===== config.mk =====
export PLATFORM = sky130hd
export DESIGN_NAME = vga_rx_top
export DESIGN_NICKNAME = d
export VERILOG_FILES = /design/src/vga_rx_dma_pkg.sv /design/src/vga_rx_video_pkg.sv /design/src/vga_rx_dma_ctrl.sv /design/src/vga_rx_fifo.sv /design/src/vga_rx_pixel_pack.sv /design/src/vga_rx_sync_decode.sv /design/src/vga_rx_top.sv
export VERILOG_INCLUDE_DIRS = /design/src
export SDC_FILE = /design/constraint.sdc
export NUM_CORES = 1
export LEC_CHECK = 0
export BUFFER_PORTS_ARGS = -buffer_cell sky130_fd_sc_hd__buf_2
export CORE_UTILIZATION = 65
export CTS_CLUSTER_DIAMETER = 60
export CTS_CLUSTER_SIZE = 12
export DETAILED_ROUTE_END_ITERATION = 7
export PLACE_DENSITY = 0.93
export SKIP_CTS_REPAIR_TIMING = 1
export SYNTH_ARGS = -nofsm -noshare
export SYNTH_HDL_FRONTEND = slang
export SYNTH_SLANG_ARGS = --single-unit

===== constraint.sdc =====
create_clock -name clk_i -period 10.75 [get_ports clk_i]
set_input_delay 0.5375 -clock clk_i [delete_from_list [all_inputs] [get_ports clk_i]]
set_output_delay 0.5375 -clock clk_i [all_outputs]
set_load 0.02 [all_outputs]

===== src/vga_rx_macros.svh =====
// vga receive path sizing macros
// pixel, word, fifo and dma burst dimensions shared by all blocks
`ifndef VGA_RX_MACROS_SVH
`define VGA_RX_MACROS_SVH

// ------------------------------
// video side
// ------------------------------

// bits per incoming pixel
`define VGA_RX_PIX_W 8

// pixels packed into one fifo word
`define VGA_RX_PIX_PER_WORD 4

// line count that raises the line threshold flag
`define VGA_RX_LINE_THRESH 2

// ------------------------------
// fifo and dma side
// ------------------------------

// word fifo depth, power of two
`define VGA_RX_FIFO_DEPTH 16

// words in fifo that trigger a dma request
`define VGA_RX_BURST 4

`endif


===== src/vga_rx_dma_pkg.sv =====
// fifo and dma side types for the vga receive path
// packed word, fifo level and the fifo status bundle
`include "vga_rx_macros.svh"

package vga_rx_dma_pkg;

    // one fifo word, four pixels wide
    typedef logic [`VGA_RX_PIX_W*`VGA_RX_PIX_PER_WORD-1:0] word_t;

    // fifo occupancy, needs to hold 0 up to the full depth
    typedef logic [$clog2(`VGA_RX_FIFO_DEPTH+1)-1:0] fifo_lvl_t;

    // fifo status seen by the dma controller
    typedef struct packed
    {
        logic      empty;
        logic      full;
        fifo_lvl_t level;
    } fifo_stat_t;

endpackage


===== src/vga_rx_video_pkg.sv =====
// video side types for the vga receive path
// pixel and line types, decode fsm states and the decode event bundle
`include "vga_rx_macros.svh"

package vga_rx_video_pkg;

    // one sampled pixel
    typedef logic [`VGA_RX_PIX_W-1:0] pixel_t;

    // lines seen in the current frame
    typedef logic [9:0] line_cnt_t;

    // decode fsm
    // idle waits for the first vsync, frame sits between lines,
    // line is inside an active line
    typedef enum logic [1:0]
    {
        IDLE  = 2'd0,
        FRAME = 2'd1,
        LINE  = 2'd2
    } decode_state_e;

    // decode to pack events, all single cycle
    typedef struct packed
    {
        // pixel strobe and its data
        logic   pix_vld;
        pixel_t pix;
        // line and frame boundaries
        logic   line_end;
        logic   frame_end;
    } video_evt_t;

endpackage

===== src/vga_rx_dma_ctrl.sv =====
// dma request controller
// raises the request on a burst or a finished frame, syncs dma active
// and pulses clear on its rise and done on its fall
`timescale 1ns/1ns
`include "vga_rx_macros.svh"

module vga_rx_dma_ctrl
(
    input  logic                       clk_i,
    input  logic                       rst_i,
    input  vga_rx_dma_pkg::fifo_stat_t stat_i,
    input  logic                       frame_done_i,
    input  logic                       dma_en_i,
    input  logic                       dma_active_i,
    output logic                       dma_req_o,
    output logic                       dma_clr_o,
    output logic                       dma_done_o
);

    // active synchronizer chain
    logic act_1ff;
    logic act_2ff;
    logic act_3ff;

    // frame ended with words left behind
    logic pend_q;

    logic burst_rdy;
    logic req_set;

    // ------------------------------
    // request condition
    // ------------------------------
    assign burst_rdy = (stat_i.level >= vga_rx_dma_pkg::fifo_lvl_t'(`VGA_RX_BURST));
    assign req_set   = dma_en_i & ~dma_req_o & ~act_2ff & (burst_rdy | pend_q);

    // edges of the synced level
    assign dma_clr_o  = act_2ff & ~act_3ff;
    assign dma_done_o = act_3ff & ~act_2ff;

    always_ff @(posedge clk_i or posedge rst_i)
    begin
        if (rst_i)
        begin
            act_1ff   <= 1'b0;
            act_2ff   <= 1'b0;
            act_3ff   <= 1'b0;
            pend_q    <= 1'b0;
            dma_req_o <= 1'b0;
        end
        else
        begin
            act_1ff <= dma_active_i;
            act_2ff <= act_1ff;
            act_3ff <= act_2ff;

            // a fresh frame end wins over the clear
            if (frame_done_i && !stat_i.empty)
                pend_q <= 1'b1;
            else if (dma_clr_o)
                pend_q <= 1'b0;

            // engine answered, drop the request
            if (act_2ff)
                dma_req_o <= 1'b0;
            else if (req_set)
                dma_req_o <= 1'b1;
        end
    end

endmodule


===== src/vga_rx_fifo.sv =====
// word fifo, first word fall through
// circular buffer with level count, sticky overflow on write when full
`timescale 1ns/1ns
`include "vga_rx_macros.svh"

module vga_rx_fifo
(
    input  logic                       clk_i,
    input  logic                       rst_i,
    input  logic                       wr_i,
    input  vga_rx_dma_pkg::word_t      wr_data_i,
    input  logic                       rd_i,
    output vga_rx_dma_pkg::word_t      rd_data_o,
    output vga_rx_dma_pkg::fifo_stat_t stat_o,
    output logic                       ovf_o
);

    localparam int PTR_W = $clog2(`VGA_RX_FIFO_DEPTH);

    // storage
    vga_rx_dma_pkg::word_t mem [`VGA_RX_FIFO_DEPTH];

    logic [PTR_W-1:0]         wr_ptr_q;
    logic [PTR_W-1:0]         rd_ptr_q;
    vga_rx_dma_pkg::fifo_lvl_t level_q;

    logic do_wr;
    logic do_rd;

    // ------------------------------
    // status
    // ------------------------------
    assign stat_o.level = level_q;
    assign stat_o.empty = (level_q == '0);
    assign stat_o.full  = (level_q == vga_rx_dma_pkg::fifo_lvl_t'(`VGA_RX_FIFO_DEPTH));

    // full drops writes, empty ignores reads
    assign do_wr = wr_i & ~stat_o.full;
    assign do_rd = rd_i & ~stat_o.empty;

    // head word always visible
    assign rd_data_o = mem[rd_ptr_q];

    // pointers, level, overflow
    always_ff @(posedge clk_i or posedge rst_i)
    begin
        if (rst_i)
        begin
            wr_ptr_q <= '0;
            rd_ptr_q <= '0;
            level_q  <= '0;
            ovf_o    <= 1'b0;
        end
        else
        begin
            // depth is a power of two so pointers wrap by themselves
            if (do_wr)
                wr_ptr_q <= wr_ptr_q + 1'b1;
            if (do_rd)
                rd_ptr_q <= rd_ptr_q + 1'b1;

            if (do_wr && !do_rd)
                level_q <= level_q + 1'b1;
            else if (do_rd && !do_wr)
                level_q <= level_q - 1'b1;

            // held until reset
            if (wr_i && stat_o.full)
                ovf_o <= 1'b1;
        end
    end

    // memory write port
    always_ff @(posedge clk_i)
    begin
        if (do_wr)
            mem[wr_ptr_q] <= wr_data_i;
    end

endmodule


===== src/vga_rx_pixel_pack.sv =====
// pixel packer
// collects pixels into fifo words with the first pixel in the low byte
// and flushes zero padded partial words at line end
`timescale 1ns/1ns
`include "vga_rx_macros.svh"

module vga_rx_pixel_pack
(
    input  logic                         clk_i,
    input  logic                         rst_i,
    input  vga_rx_video_pkg::video_evt_t evt_i,
    output logic                         wr_o,
    output vga_rx_dma_pkg::word_t        wr_data_o,
    output logic                         frame_done_o
);

    localparam int CNT_W = $clog2(`VGA_RX_PIX_PER_WORD);

    // byte slot for the next pixel, wrapping at pixels per word
    logic [CNT_W-1:0] cnt_q;
    logic [CNT_W-1:0] cnt_nxt;

    // word under construction
    vga_rx_dma_pkg::word_t acc_q;
    vga_rx_dma_pkg::word_t acc_nxt;

    logic word_full;
    logic flush;

    // ------------------------------
    // merge incoming pixel
    // ------------------------------
    always_comb
    begin
        acc_nxt = acc_q;
        if (evt_i.pix_vld)
            acc_nxt[cnt_q*`VGA_RX_PIX_W +: `VGA_RX_PIX_W] = evt_i.pix;
    end

    assign cnt_nxt   = cnt_q + CNT_W'(evt_i.pix_vld);
    assign word_full = evt_i.pix_vld & (cnt_q == CNT_W'(`VGA_RX_PIX_PER_WORD - 1));

    // partial word only goes out if it holds a pixel
    assign flush = word_full | (evt_i.line_end & (cnt_nxt != '0));

    // control
    always_ff @(posedge clk_i or posedge rst_i)
    begin
        if (rst_i)
        begin
            cnt_q        <= '0;
            wr_o         <= 1'b0;
            frame_done_o <= 1'b0;
        end
        else
        begin
            wr_o <= flush;
            // frame done trails frame end by one cycle
            frame_done_o <= evt_i.frame_end;
            if (flush)
                cnt_q <= '0;
            else
                cnt_q <= cnt_nxt;
        end
    end

    // payload
    always_ff @(posedge clk_i or posedge rst_i)
    begin
        if (rst_i)
        begin
            // first word after reset starts from zero bytes too
            wr_data_o <= '0;
            acc_q     <= '0;
        end
        else if (flush)
        begin
            wr_data_o <= acc_nxt;
            // cleared so unused bytes of a short word are zero
            acc_q     <= '0;
        end
        else
        begin
            acc_q <= acc_nxt;
        end
    end

endmodule


===== src/vga_rx_sync_decode.sv =====
// vga sync decoder
// turns sampled vsync/hsync/de into pixel strobes, line and frame events
// and keeps the per-frame line count and threshold flag
`timescale 1ns/1ns
`include "vga_rx_macros.svh"

module vga_rx_sync_decode
(
    input  logic                        clk_i,
    input  logic                        rst_i,
    input  logic                        vsync_i,
    input  logic                        hsync_i,
    input  logic                        de_i,
    input  vga_rx_video_pkg::pixel_t    pix_i,
    output vga_rx_video_pkg::video_evt_t evt_o,
    output vga_rx_video_pkg::line_cnt_t line_cnt_o,
    output logic                        line_thresh_o
);

    vga_rx_video_pkg::decode_state_e state_q;
    vga_rx_video_pkg::decode_state_e state_nxt;
    vga_rx_video_pkg::line_cnt_t     line_cnt_nxt;

    // previous sync levels for edge detect
    logic vsync_q;
    logic hsync_q;

    logic vs_rise;
    logic hs_rise;
    logic in_frame;
    logic line_end;
    logic frame_end;

    // ------------------------------
    // edges and events
    // ------------------------------
    assign vs_rise   = vsync_i & ~vsync_q;
    assign hs_rise   = hsync_i & ~hsync_q;
    assign in_frame  = (state_q != vga_rx_video_pkg::IDLE);

    // line closes on de fall, hsync pulse also closes it
    assign line_end  = (state_q == vga_rx_video_pkg::LINE) & (~de_i | hs_rise);

    // first vsync only opens a frame, later ones close it
    assign frame_end = vs_rise & in_frame;

    assign line_cnt_nxt = line_cnt_o + 1'b1;

    // next state
    always_comb
    begin
        state_nxt = state_q;
        case (state_q)
            vga_rx_video_pkg::IDLE:
            begin
                if (vs_rise)
                    state_nxt = vga_rx_video_pkg::FRAME;
            end
            vga_rx_video_pkg::FRAME:
            begin
                if (vs_rise)
                    state_nxt = vga_rx_video_pkg::FRAME;
                else if (de_i)
                    state_nxt = vga_rx_video_pkg::LINE;
            end
            vga_rx_video_pkg::LINE:
            begin
                if (vs_rise || line_end)
                    state_nxt = vga_rx_video_pkg::FRAME;
            end
            default:
                state_nxt = vga_rx_video_pkg::IDLE;
        endcase
    end

    // ------------------------------
    // registers
    // ------------------------------
    always_ff @(posedge clk_i or posedge rst_i)
    begin
        if (rst_i)
        begin
            state_q       <= vga_rx_video_pkg::IDLE;
            vsync_q       <= 1'b0;
            hsync_q       <= 1'b0;
            evt_o         <= '0;
            line_cnt_o    <= '0;
            line_thresh_o <= 1'b0;
        end
        else
        begin
            state_q <= state_nxt;
            vsync_q <= vsync_i;
            hsync_q <= hsync_i;

            // one cycle from sample to event
            evt_o.pix_vld   <= de_i & in_frame;
            evt_o.pix       <= pix_i;
            evt_o.line_end  <= line_end;
            evt_o.frame_end <= frame_end;

            // new frame restarts count and drops flag
            if (vs_rise)
            begin
                line_cnt_o    <= '0;
                line_thresh_o <= 1'b0;
            end
            else if (line_end)
            begin
                line_cnt_o <= line_cnt_nxt;
                if (line_cnt_nxt >= `VGA_RX_LINE_THRESH)
                    line_thresh_o <= 1'b1;
            end
        end
    end

endmodule


===== src/vga_rx_top.sv =====
// vga receive path top
// sync decode, pixel packing, word fifo and dma request control
`timescale 1ns/1ns

module vga_rx_top
(
    input  logic                     clk_i,
    input  logic                     rst_i,
    // video input
    input  logic                     vsync_i,
    input  logic                     hsync_i,
    input  logic                     de_i,
    input  vga_rx_video_pkg::pixel_t pix_i,
    // word read port
    input  logic                     rd_i,
    output vga_rx_dma_pkg::word_t    rd_data_o,
    output logic                     ovf_o,
    output logic                     line_thresh_o,
    // dma handoff
    input  logic                     dma_en_i,
    input  logic                     dma_active_i,
    output logic                     dma_req_o,
    output logic                     dma_clr_o,
    output logic                     dma_done_o
);

    vga_rx_video_pkg::video_evt_t evt;
    vga_rx_dma_pkg::word_t        wr_data;
    vga_rx_dma_pkg::fifo_stat_t   stat;
    logic                         wr;
    logic                         frame_done;

    // ------------------------------
    // decode
    // ------------------------------
    vga_rx_sync_decode u_sync_decode
    (
        .clk_i         (clk_i),
        .rst_i         (rst_i),
        .vsync_i       (vsync_i),
        .hsync_i       (hsync_i),
        .de_i          (de_i),
        .pix_i         (pix_i),
        .evt_o         (evt),
        // line count stays internal, only the flag leaves
        .line_cnt_o    (),
        .line_thresh_o (line_thresh_o)
    );

    // pack into words
    vga_rx_pixel_pack u_pixel_pack
    (
        .clk_i        (clk_i),
        .rst_i        (rst_i),
        .evt_i        (evt),
        .wr_o         (wr),
        .wr_data_o    (wr_data),
        .frame_done_o (frame_done)
    );

    // word buffer
    vga_rx_fifo u_fifo
    (
        .clk_i     (clk_i),
        .rst_i     (rst_i),
        .wr_i      (wr),
        .wr_data_i (wr_data),
        .rd_i      (rd_i),
        .rd_data_o (rd_data_o),
        .stat_o    (stat),
        .ovf_o     (ovf_o)
    );

    // dma request
    vga_rx_dma_ctrl u_dma_ctrl
    (
        .clk_i        (clk_i),
        .rst_i        (rst_i),
        .stat_i       (stat),
        .frame_done_i (frame_done),
        .dma_en_i     (dma_en_i),
        .dma_active_i (dma_active_i),
        .dma_req_o    (dma_req_o),
        .dma_clr_o    (dma_clr_o),
        .dma_done_o   (dma_done_o)
    );

endmodule


# Word level (Yosys, flattened, before mapping)
# Memories as Yosys holds them, arrays and structs flattened.
# Cells that the tools add are included.
[classes] bitwise_logic=25 reduce_logical=19 muxes=22 order_cmp=2 n_shift=2 mul=0 n_eq_ne=7 n_div=0 addsub=7
[op_table] operator="32-bit 2-to-1 mux" count=2
[op_table] operator="5-bit negator with 34-bit output" count=1
[op_table] operator="8-bit by 34-bit variable shift with 32-bit output (first input constant)" count=1
[op_table] operator="8-bit by 34-bit indexed part select with 32-bit output" count=1
[op_table] operator="32-bit bitwise mux" count=1
[op_table] operator="10-bit 2-to-1 mux" count=2
[op_table] operator="1-bit AND" count=14
[op_table] operator="2-bit nonzero test" count=7
[op_table] operator="10-bit by 1-bit adder with 10-bit output (second input constant)" count=1
[op_table] operator="10-bit by 2-bit greater-or-equal comparator with 1-bit output (second input constant)" count=1
[op_table] operator="2-bit 2-to-1 mux" count=5
[op_table] operator="5-bit 2-to-1 mux" count=2
[op_table] operator="1-bit 2-to-1 mux" count=9
[op_table] operator="4-bit by 1-bit adder with 4-bit output (second input constant)" count=2
[op_table] operator="1-bit NOT" count=8
[op_table] operator="2-bit case mux with 3 select lines" count=1
[op_table] operator="5-bit by 1-bit adder with 5-bit output (second input constant)" count=1
[op_table] operator="5-bit == test (second input constant)" count=1
[op_table] operator="5-bit by 3-bit greater-or-equal comparator with 1-bit output (second input constant)" count=1
[op_table] operator="5-bit logical NOT" count=1
[op_table] operator="5-bit by 1-bit subtractor with 5-bit output (second input constant)" count=1
[op_table] operator="2-bit == test (second input constant)" count=2
[op_table] operator="1-bit logical AND" count=4
[op_table] operator="1-bit logical NOT" count=3
[op_table] operator="other kinds (10)" count=12
[totals] latch_bits=0 n_memories=1 mem_bits_ro=0 inputBits=16 wordCells=108 ff_bits=113 mem_bits_rw=512 out_inout_bits=37
[memory_table] memory="u_fifo.mem" depth=16 width=32 read_ports=1 rd_clocked_by_memory_dff=0 write_ports=1 line="vga_rx_fifo.sv:21" rtl="vga_rx_dma_pkg::word_t mem [`VGA_RX_FIFO_DEPTH];"

# Longest topological paths before layout
# Gate-level depths: netlist of the first run.
[depth] ltp_word=7 mapped_depth=11 mapped_depth_nobuf=11

# By module
# Synthesis of the first run repeated with hierarchy kept, for this count alone.
[unflattened] cells_unflattened=1383 area_unflattened_um2=24712.5
[modules_own_cells] mod="vga_rx_fifo" area_each_um2=20444.6 seq_area_each_um2=15725.1 cells_per_inst=1012 instances=1
[modules_own_cells] mod="vga_rx_pixel_pack" area_each_um2=2920.3 seq_area_each_um2=1701.6 cells_per_inst=252 instances=1
[modules_own_cells] mod="vga_rx_sync_decode" area_each_um2=1167.4 seq_area_each_um2=650.6 cells_per_inst=105 instances=1
[modules_own_cells] mod="vga_rx_dma_ctrl" area_each_um2=180.2 seq_area_each_um2=125.1 cells_per_inst=14 instances=1

# Worst setup path after synthesis of the first run
# Ideal clock, no wire load.
[synth_path] path_kind="register -> register" from="register u_fifo.level_q[0]" to="memory u_fifo.mem[3][0] in the netlist's numbering, enable pin" t_required_ps=10289 setup_ps=461 slack_ps=6943 path_buffers=0 synth_period_minus_slack_ps=3807 path_stages_with_launch=5 arrival_ps=3347 path_cell_list="dfrtp_1 -> nor4_1 -> a21boi_1 -> nand2_1 -> nor3_1"
[synth_via] elab_chain_cells=5
[synth_rtl] item="start, declared" line="vga_rx_fifo.sv:25" rtl="vga_rx_dma_pkg::fifo_lvl_t level_q;"
[synth_rtl] item="start signal, assigned" line="vga_rx_fifo.sv:63" rtl="level_q <= level_q + 1'b1;"
[synth_rtl] item="start signal, assigned" line="vga_rx_fifo.sv:65" rtl="level_q <= level_q - 1'b1;"
[synth_rtl] item="5-bit == test" line="vga_rx_fifo.sv:35" rtl="assign stat_o.full = (level_q == vga_rx_dma_pkg::fifo_lvl_t'(`VGA_RX_FIFO_DEPTH));"
[synth_rtl] item="1-bit NOT" line="vga_rx_fifo.sv:38" rtl="assign do_wr = wr_i & ~stat_o.full;"
[synth_rtl] item="1-bit AND" line="vga_rx_fifo.sv:38"
[synth_rtl] item="net u_fifo.do_wr" line="vga_rx_fifo.sv:27" rtl="logic do_wr;"
[synth_rtl] item="1-bit 2-to-1 mux" line="vga_rx_fifo.sv:76" rtl="if (do_wr)"
[synth_rtl] item="1-bit 2-to-1 mux (implied by the code)" line="vga_rx_fifo.sv:77" rtl="mem[wr_ptr_q] <= wr_data_i;"
[synth_rtl] item="end, declared" line="vga_rx_fifo.sv:21"
# The timed path passes the listed nets, and every way through them passes these cells.

# Worst setup path in the final report of the first run
[layout_path] from="register u_fifo.rd_ptr_q[0]" to="output rd_data_o[26]"
[layout_via] elab_chain_cells=1
[layout_rtl] item="start, declared" line="vga_rx_fifo.sv:24" rtl="logic [PTR_W-1:0] rd_ptr_q;"
[layout_rtl] item="start signal, assigned" line="vga_rx_fifo.sv:60" rtl="rd_ptr_q <= rd_ptr_q + 1'b1;"
[layout_rtl] item="memory read 16 x 32 bit"
[layout_rtl] item="end, declared" line="vga_rx_top.sv:16" rtl="output vga_rx_dma_pkg::word_t rd_data_o,"
# Every way passes these cells.

==> impl_metrics.tcl, run 1 <==
set metrics [dict create \
    start_util_pct 66.67 \
    synth-seq-cells 625 \
    antenna_found_initial 1 \
    drc_errors 0 \
    layout-drive-gt1-share_pct 25.51 \
    area_growth_pct 10.79 \
    htree_levels 2 \
    cts_root_buf "clkbuf_16" \
    grt_max_degree 98 \
    avgSynthCellArea_sq_um 20.86 \
    synthFlopType "edfxtp_1" \
    setup_tns_ps 0 \
    yosys-top-cells-area "edfxtp_1 (64%), mux4_2 (15%), dfrtp_1 (12%), nor2_1 (1.5%), a22oi_1 (1.0%)" \
    setup_viol 0 \
    grtUsageTotal_pct 32.96 \
    slew_violations 0 \
    post_dp_cell_area_sq_mm 0.02472 \
    place_congestion 0.7980 \
    drt_iter0_drc 1915 \
    worstMarginPinSlew_ps 1229 \
    p_per_area_mw_per_mm2 277.1 \
    clkSlewWorstSetupHoldPaths_ps 60 \
    status "complete, but fails checks" \
    met1_usage_pct 43.37 \
    cts_tree "built" \
    finalCritPeriodShare_pct 41.25 \
    final_area_sq_mm 0.02647 \
    rr_worst_depth 5 \
    grt_use_met2_pct 52.43 \
    cp.arrival_ps 3900 \
    finalNetCount 1259 \
    clk_latency_ps 600 \
    dp_cells 1626 \
    final_cells 1736 \
    leakage_nw 8.924 \
    hold_path.class "in2async" \
    numCtsBuffers 58 \
    yosys.area.top_type_share_pct 64.36 \
    ant_nets 0 \
    syn_inst 1145 \
    clockBufferDepth 3 \
    final_util_pct 73.87 \
    synth_top_cell_by_area "edfxtp_1" \
    dp_hpwl_mm 29.42 \
    r2r_slack_ps 7560 \
    port_buffers 52 \
    cts_sinks 625 \
    holdWs_ps -35.20 \
    grt_busiest_layer "met2" \
    core-area_sq_mm 0.03583 \
    violations "negative hold slack" \
    syn_nets 1179 \
    wl_per_cell_um 34.35 \
    yosys_warnings 0 \
    synth_cell_types 40 \
    die_h_um 193.7 \
    grt_pass1_wl_mm 88.21 \
    met3_usage_pct 7.758 \
    via_per_inst 7.319 \
    slew_headroom_pct 18.06 \
    ys_seq_area_share_pct 76.20 \
    pin_count 53 \
    routed_wirelength_mm 59.63 \
    fin_worst_skew_ps 21.61 \
    firstDrtPassIters 6 \
    fill_cells 1714 \
    netlist_area_sq_mm 0.02389 \
    vdd_drop_max_mv 0.1604 \
    cp-end-kind "output pin" \
    worstSetupStartpointType "register" \
    die_area_sq_mm 0.03752 \
    worstSetupPathType "reg2out" \
    vias 12710 \
    max_cap_viol_count 0 \
    rsz0062_at_grt "no" \
    grt_pass1_vias 13320 \
    ys_async_sr_fraction_pct 18.08 \
    fin_crit_ps 4435 \
    grt.overflow.total 0 \
    cp.required_ps 10210 \
    synth-edff-count 512 \
    die_w_um 193.7 \
    max_freq_mhz 225.5 \
    rows 69 \
    cp_max_fo 51 \
    hold_violations 36 \
]
==> stage by stage <==
stage          hold slack (ps)  worst slack, ps  total power [W]
2_1_floorplan            331.2             6943         0.004768
3_3_place_gp             334.6             6965         0.005171
3_5_place_dp             338.7             6863         0.005316
4_1_cts                 -31.58             6218         0.007313
5_1_grt                  4.806             6045         0.007549
6_report                -35.20             6315         0.007334
==> layout make-up <==
class | count | area [sq um] | area share (%)
repair buffers | 73 | 417.9 | 1.579
flip-flops and latches | 625 | 18210 | 68.82
clock inverters | 1 | 5.005 | 0.01891
clock buffers | 108 | 1734 | 6.553
inverters | 13 | 51.30 | 0.1938
diodes | 1 | 2.502 | 0.009455
well taps | 461 | 576.8 | 2.179
multi-input cells | 454 | 5465 | 20.65
==> registers in the layout, indices dropped and copies added (netlist names), 2 cells and up <==
signal                    cells
u_fifo.level_q                5
u_fifo.mem                  512
u_fifo.rd_ptr_q               4
u_fifo.wr_ptr_q               4
u_pixel_pack.acc_q           32
u_pixel_pack.cnt_q            2
u_pixel_pack.wr_data_o       32
u_sync_decode.evt_o          11
u_sync_decode.line_cnt_o     10
u_sync_decode.state_q         2
==> cell families after synthesis <==
| kind of cell | Yosys count | share of synthesized area [%] |
|---|---|---|
| mux | 162 | 15.17 |
| simple gates | 162 | 3.116 |
| fa+ha+maj | 18 | 0.9742 |
| flops | 625 | 76.20 |
| buf+inv | 66 | 1.414 |
| compound gates | 90 | 2.320 |
| xor+xnor | 22 | 0.8066 |
==> Yosys cell counts, types with 2 or more instances <==
cell type / n
nand2_1: 27
or4_1: 2
and4_1: 3
nor2_1: 94
dfrtp_1: 113
edfxtp_1: 512
nor4b_2: 3
buf_1: 12
nor3_1: 5
nand4_1: 4
buf_6: 11
o21ai_0: 11
mux4_2: 160
o21a_1: 2
inv_1: 12
buf_2: 6
mux2i_1: 2
nand3_1: 4
nand3b_1: 2
and3_1: 2
nand2b_1: 4
xnor2_1: 12
a22oi_1: 32
ha_1: 17
a21oi_1: 38
nor2b_1: 6
a21boi_1: 2
or3_1: 3
xor2_1: 10
clkbuf_1: 24
==> cell usage in the layout (no fill, tap or decap), drive strengths merged <==
cell type / count
buf: 73
fa: 1
nand3b: 2
edfxtp: 512
and2: 1
xnor2: 12
inv: 13
nor4: 2
nand3: 4
o21a: 2
nor3: 5
xor2: 10
a31oi: 1
a21oi: 38
nor2b: 6
and3: 2
or3: 3
ha: 17
mux4: 160
nor2: 94
a31o: 1
nand2b: 4
mux2i: 2
and4: 3
diode: 1
a21o: 1
dfrtp: 113
or4: 2
a221oi: 1
a21boi: 2
clkbuf: 108
nand2: 27
clkinv: 1
a22oi: 32
nand4: 4
nor4b: 3
a211oi: 1
o21ai: 11
==> routing by layer <==
layer  part of all wire [%]  up-vias
met1                     34     6451
met3                     12      261
met4                    5.7        0
li1                       -     4797
met2                     49     1196
met5                      0        -
==> worst paths after layout <==
check                                       start                        end
setup / recovery               u_fifo.rd_ptr_q[0]              rd_data_o[26]
max in group asynchronous                   rst_i         u_fifo.rd_ptr_q[0]
hold reg to reg            u_sync_decode.evt_o[0]  u_pixel_pack.frame_done_o
setup reg to reg                u_fifo.level_q[2]         u_fifo.mem[15][21]
min in group clk_i                   dma_active_i         u_dma_ctrl.act_1ff
hold / removal                              rst_i     u_sync_decode.evt_o[8]
==> report_power, final <==
| group | switching (W) | internal [W] | leakage, nW |
|---|---|---|---|
| logic | 0.000885 | 0.000838 | 2.04 |
| registers | 0.000553 | 0.00310 | 6.05 |
| clock network | 0.000877 | 0.00108 | 0.828 |
| total | 0.00232 | 0.00502 | 8.92 |
==> critical path: stages, from the launching register on <==
cell     delay [ps]
dfrtp_4         960
buf_4           880
mux4_2          660
mux4_2          540
buf_2           190
Note: power is estimated with default switching activity, not from simulation.
==> run 2, diff against run 1 <==
Settings changed: CORE_UTILIZATION 65 to 62, PLACE_DENSITY 0.93 to 0.9.
Clock period 10.75 ns to 4.25 ns, I/O delays scaled along.
==> impl_metrics.tcl, run 2 (synthesis results as in run 1) <==
set metrics [dict create \
    crit_family "multiplexers" \
    finalNetCount 1285 \
    layout-drive-gt1-share_pct 25.75 \
    top_regs "u_fifo.mem: 512 flops, u_pixel_pack.acc_q: 32 flops, u_pixel_pack.wr_data_o: 32 flops" \
    fin_worst_skew_ps 18.90 \
    cpPeakStageDelay_ps 940 \
    worstMarginPinSlew_ps 1294 \
    cts_tree "built" \
    max_freq_mhz 284.9 \
    cp-end-kind "output pin" \
    p_per_area_mw_per_mm2 684.2 \
    grt_max_degree 98 \
    hold_path.class "in2reg" \
    cp_num_buf_inv 2 \
    drt_iter0_drc 1528 \
    status "finished, final reports clean" \
    via_per_inst 6.669 \
    largest_register_ffs 512 \
    numCtsBuffers 58 \
    finalCritPeriodShare_pct 82.58 \
    cp_common_cell "mux4_2" \
    cp.arrival_ps 3300 \
    fin_crit_ps 3510 \
    clk_latency_ps 590 \
    final_cells 1812 \
    pin_count 53 \
    vias 12090 \
    setup_tns_ps 0 \
    fin_ws_ps 740.3 \
    cp_max_fo 38 \
    worstSetupPathType "reg2out" \
    setup_viol 0 \
    place_congestion 0.7830 \
    pre_cts_slack_ps 1297 \
    leakage_nw 9.043 \
    wl_per_cell_um 29.53 \
    cts_sinks 625 \
    hold_violations 0 \
    die_h_um 198.3 \
    drc_errors 0 \
    grt_pass1_wl_mm 79.13 \
    dp_cells 1688 \
    clkSlewWorstSetupHoldPaths_ps 60 \
    grt.overflow.total 0 \
    critPathSlowestCell "dfrtp_4" \
    ant_nets 0 \
    fill_cells 2002 \
    cp.required_ps 4040 \
    cts_root_buf "clkbuf_16" \
    area_growth_pct 12.17 \
    regMostFlops "u_fifo.mem" \
    routed_wirelength_mm 53.51 \
    slew_headroom_pct 13.76 \
    final_common_cell "edfxtp_1" \
    rsz0062_at_grt "no" \
    htree_levels 2 \
    start_util_pct 63.27 \
    final_cell_mix "edfxtp_1 (512), mux4_2 (160), dfrtp_1 (109)" \
    rows 71 \
    core-area_sq_mm 0.03776 \
    vdd_drop_max_mv 0.5669 \
    slew_violations 0 \
    grtUsageTotal_pct 28.33 \
    die_w_um 198.3 \
    dp_hpwl_mm 28.83 \
    clockBufferDepth 3 \
    diodes 0 \
    max_cap_viol_count 0 \
    grt_pass1_vias 12570 \
    crit_chain "buf_4 > mux4_2 > mux4_2 > buf_2" \
    die_area_sq_mm 0.03932 \
    worstSetupStartpointType "register" \
    port_buffers 52 \
    antenna_found_initial 0 \
    firstDrtPassIters 5 \
]
==> run 2: cell count changes in the layout (fill, tap and decap cells not counted) <==
cell           before  now
clkinv_2            1    0
buf_4              21   28
clkbuf_16          62   61
clkbuf_8            1    0
buf_12              0    5
inv_6               0    1
dlygate4sd3_1       0   14
clkbuf_1           45   48
diode_2             1    0
==> run 2: worst paths after layout <==
kind / start / to / slack, ps / depth (start not counted)
max reg2reg: u_fifo.level_q[0] / u_fifo.level_q[4] / 1260 / 11
max: u_fifo.rd_ptr_q[0] / rd_data_o[8] / 740 / 4
max in group asynchronous: rst_i / u_pixel_pack.wr_data_o[5] / 2750 / 4
min: rd_i / u_fifo.rd_ptr_q[1] / 40 / 4
min reg2reg: u_sync_decode.evt_o[0] / u_pixel_pack.frame_done_o / 350 / 0
min in group asynchronous: rst_i / u_sync_decode.line_cnt_o[9] / 340 / 3
==> run 2: final cells by class <==
cell class	count	area, sq um	area share, %
sequential	625	18210	67.97
multi-input combinational	454	5465	20.40
clock buffer	109	1707	6.369
timing repair buffer	99	710.7	2.652
tap	511	639.4	2.386
inverter	13	51.30	0.1915
clock inverter	1	8.758	0.03269
==> run 2: per-layer routing <==
layer  GRT usage, %  part of all wire [%]  vias to the layer above
met5              0                     0                        -
met4          9.618                   3.1                        0
met3          5.314                   8.6                      135
met2          47.65                    52                      735
met1          37.69                    36                     6359
li1               -                     -                     4856
==> run 2: worst register-to-register path, stage by stage, from the launching register on <==
cell,delay (ps)
dfrtp_1,430
or4_1,560
o21a_1,240
inv_2,90
ha_1,220
inv_1,110
ha_1,330
nor2b_1,150
o21a_1,180
or3_1,310
a21oi_1,180
xor2_1,150
==> run 2: per-stage QoR <==
step                hold WS, ps  area [sq um]  utilization (%)  power [W]
floorplan                 243.9         23890                -    0.01206
global placement          320.7         24940            66.05    0.01323
detailed placement        322.4         24940            66.05    0.01352
CTS                      -284.0         26650            70.60    0.01836
global route              34.66         26790            70.97    0.01899
finish                    40.15         26790            70.97    0.01833
==> run 2: power breakdown <==
group	internal, W	switching, W	total, W
clock network	0.00267	0.00214	0.00481
registers	0.00785	0.00128	0.00913
logic	0.00220	0.00219	0.00439
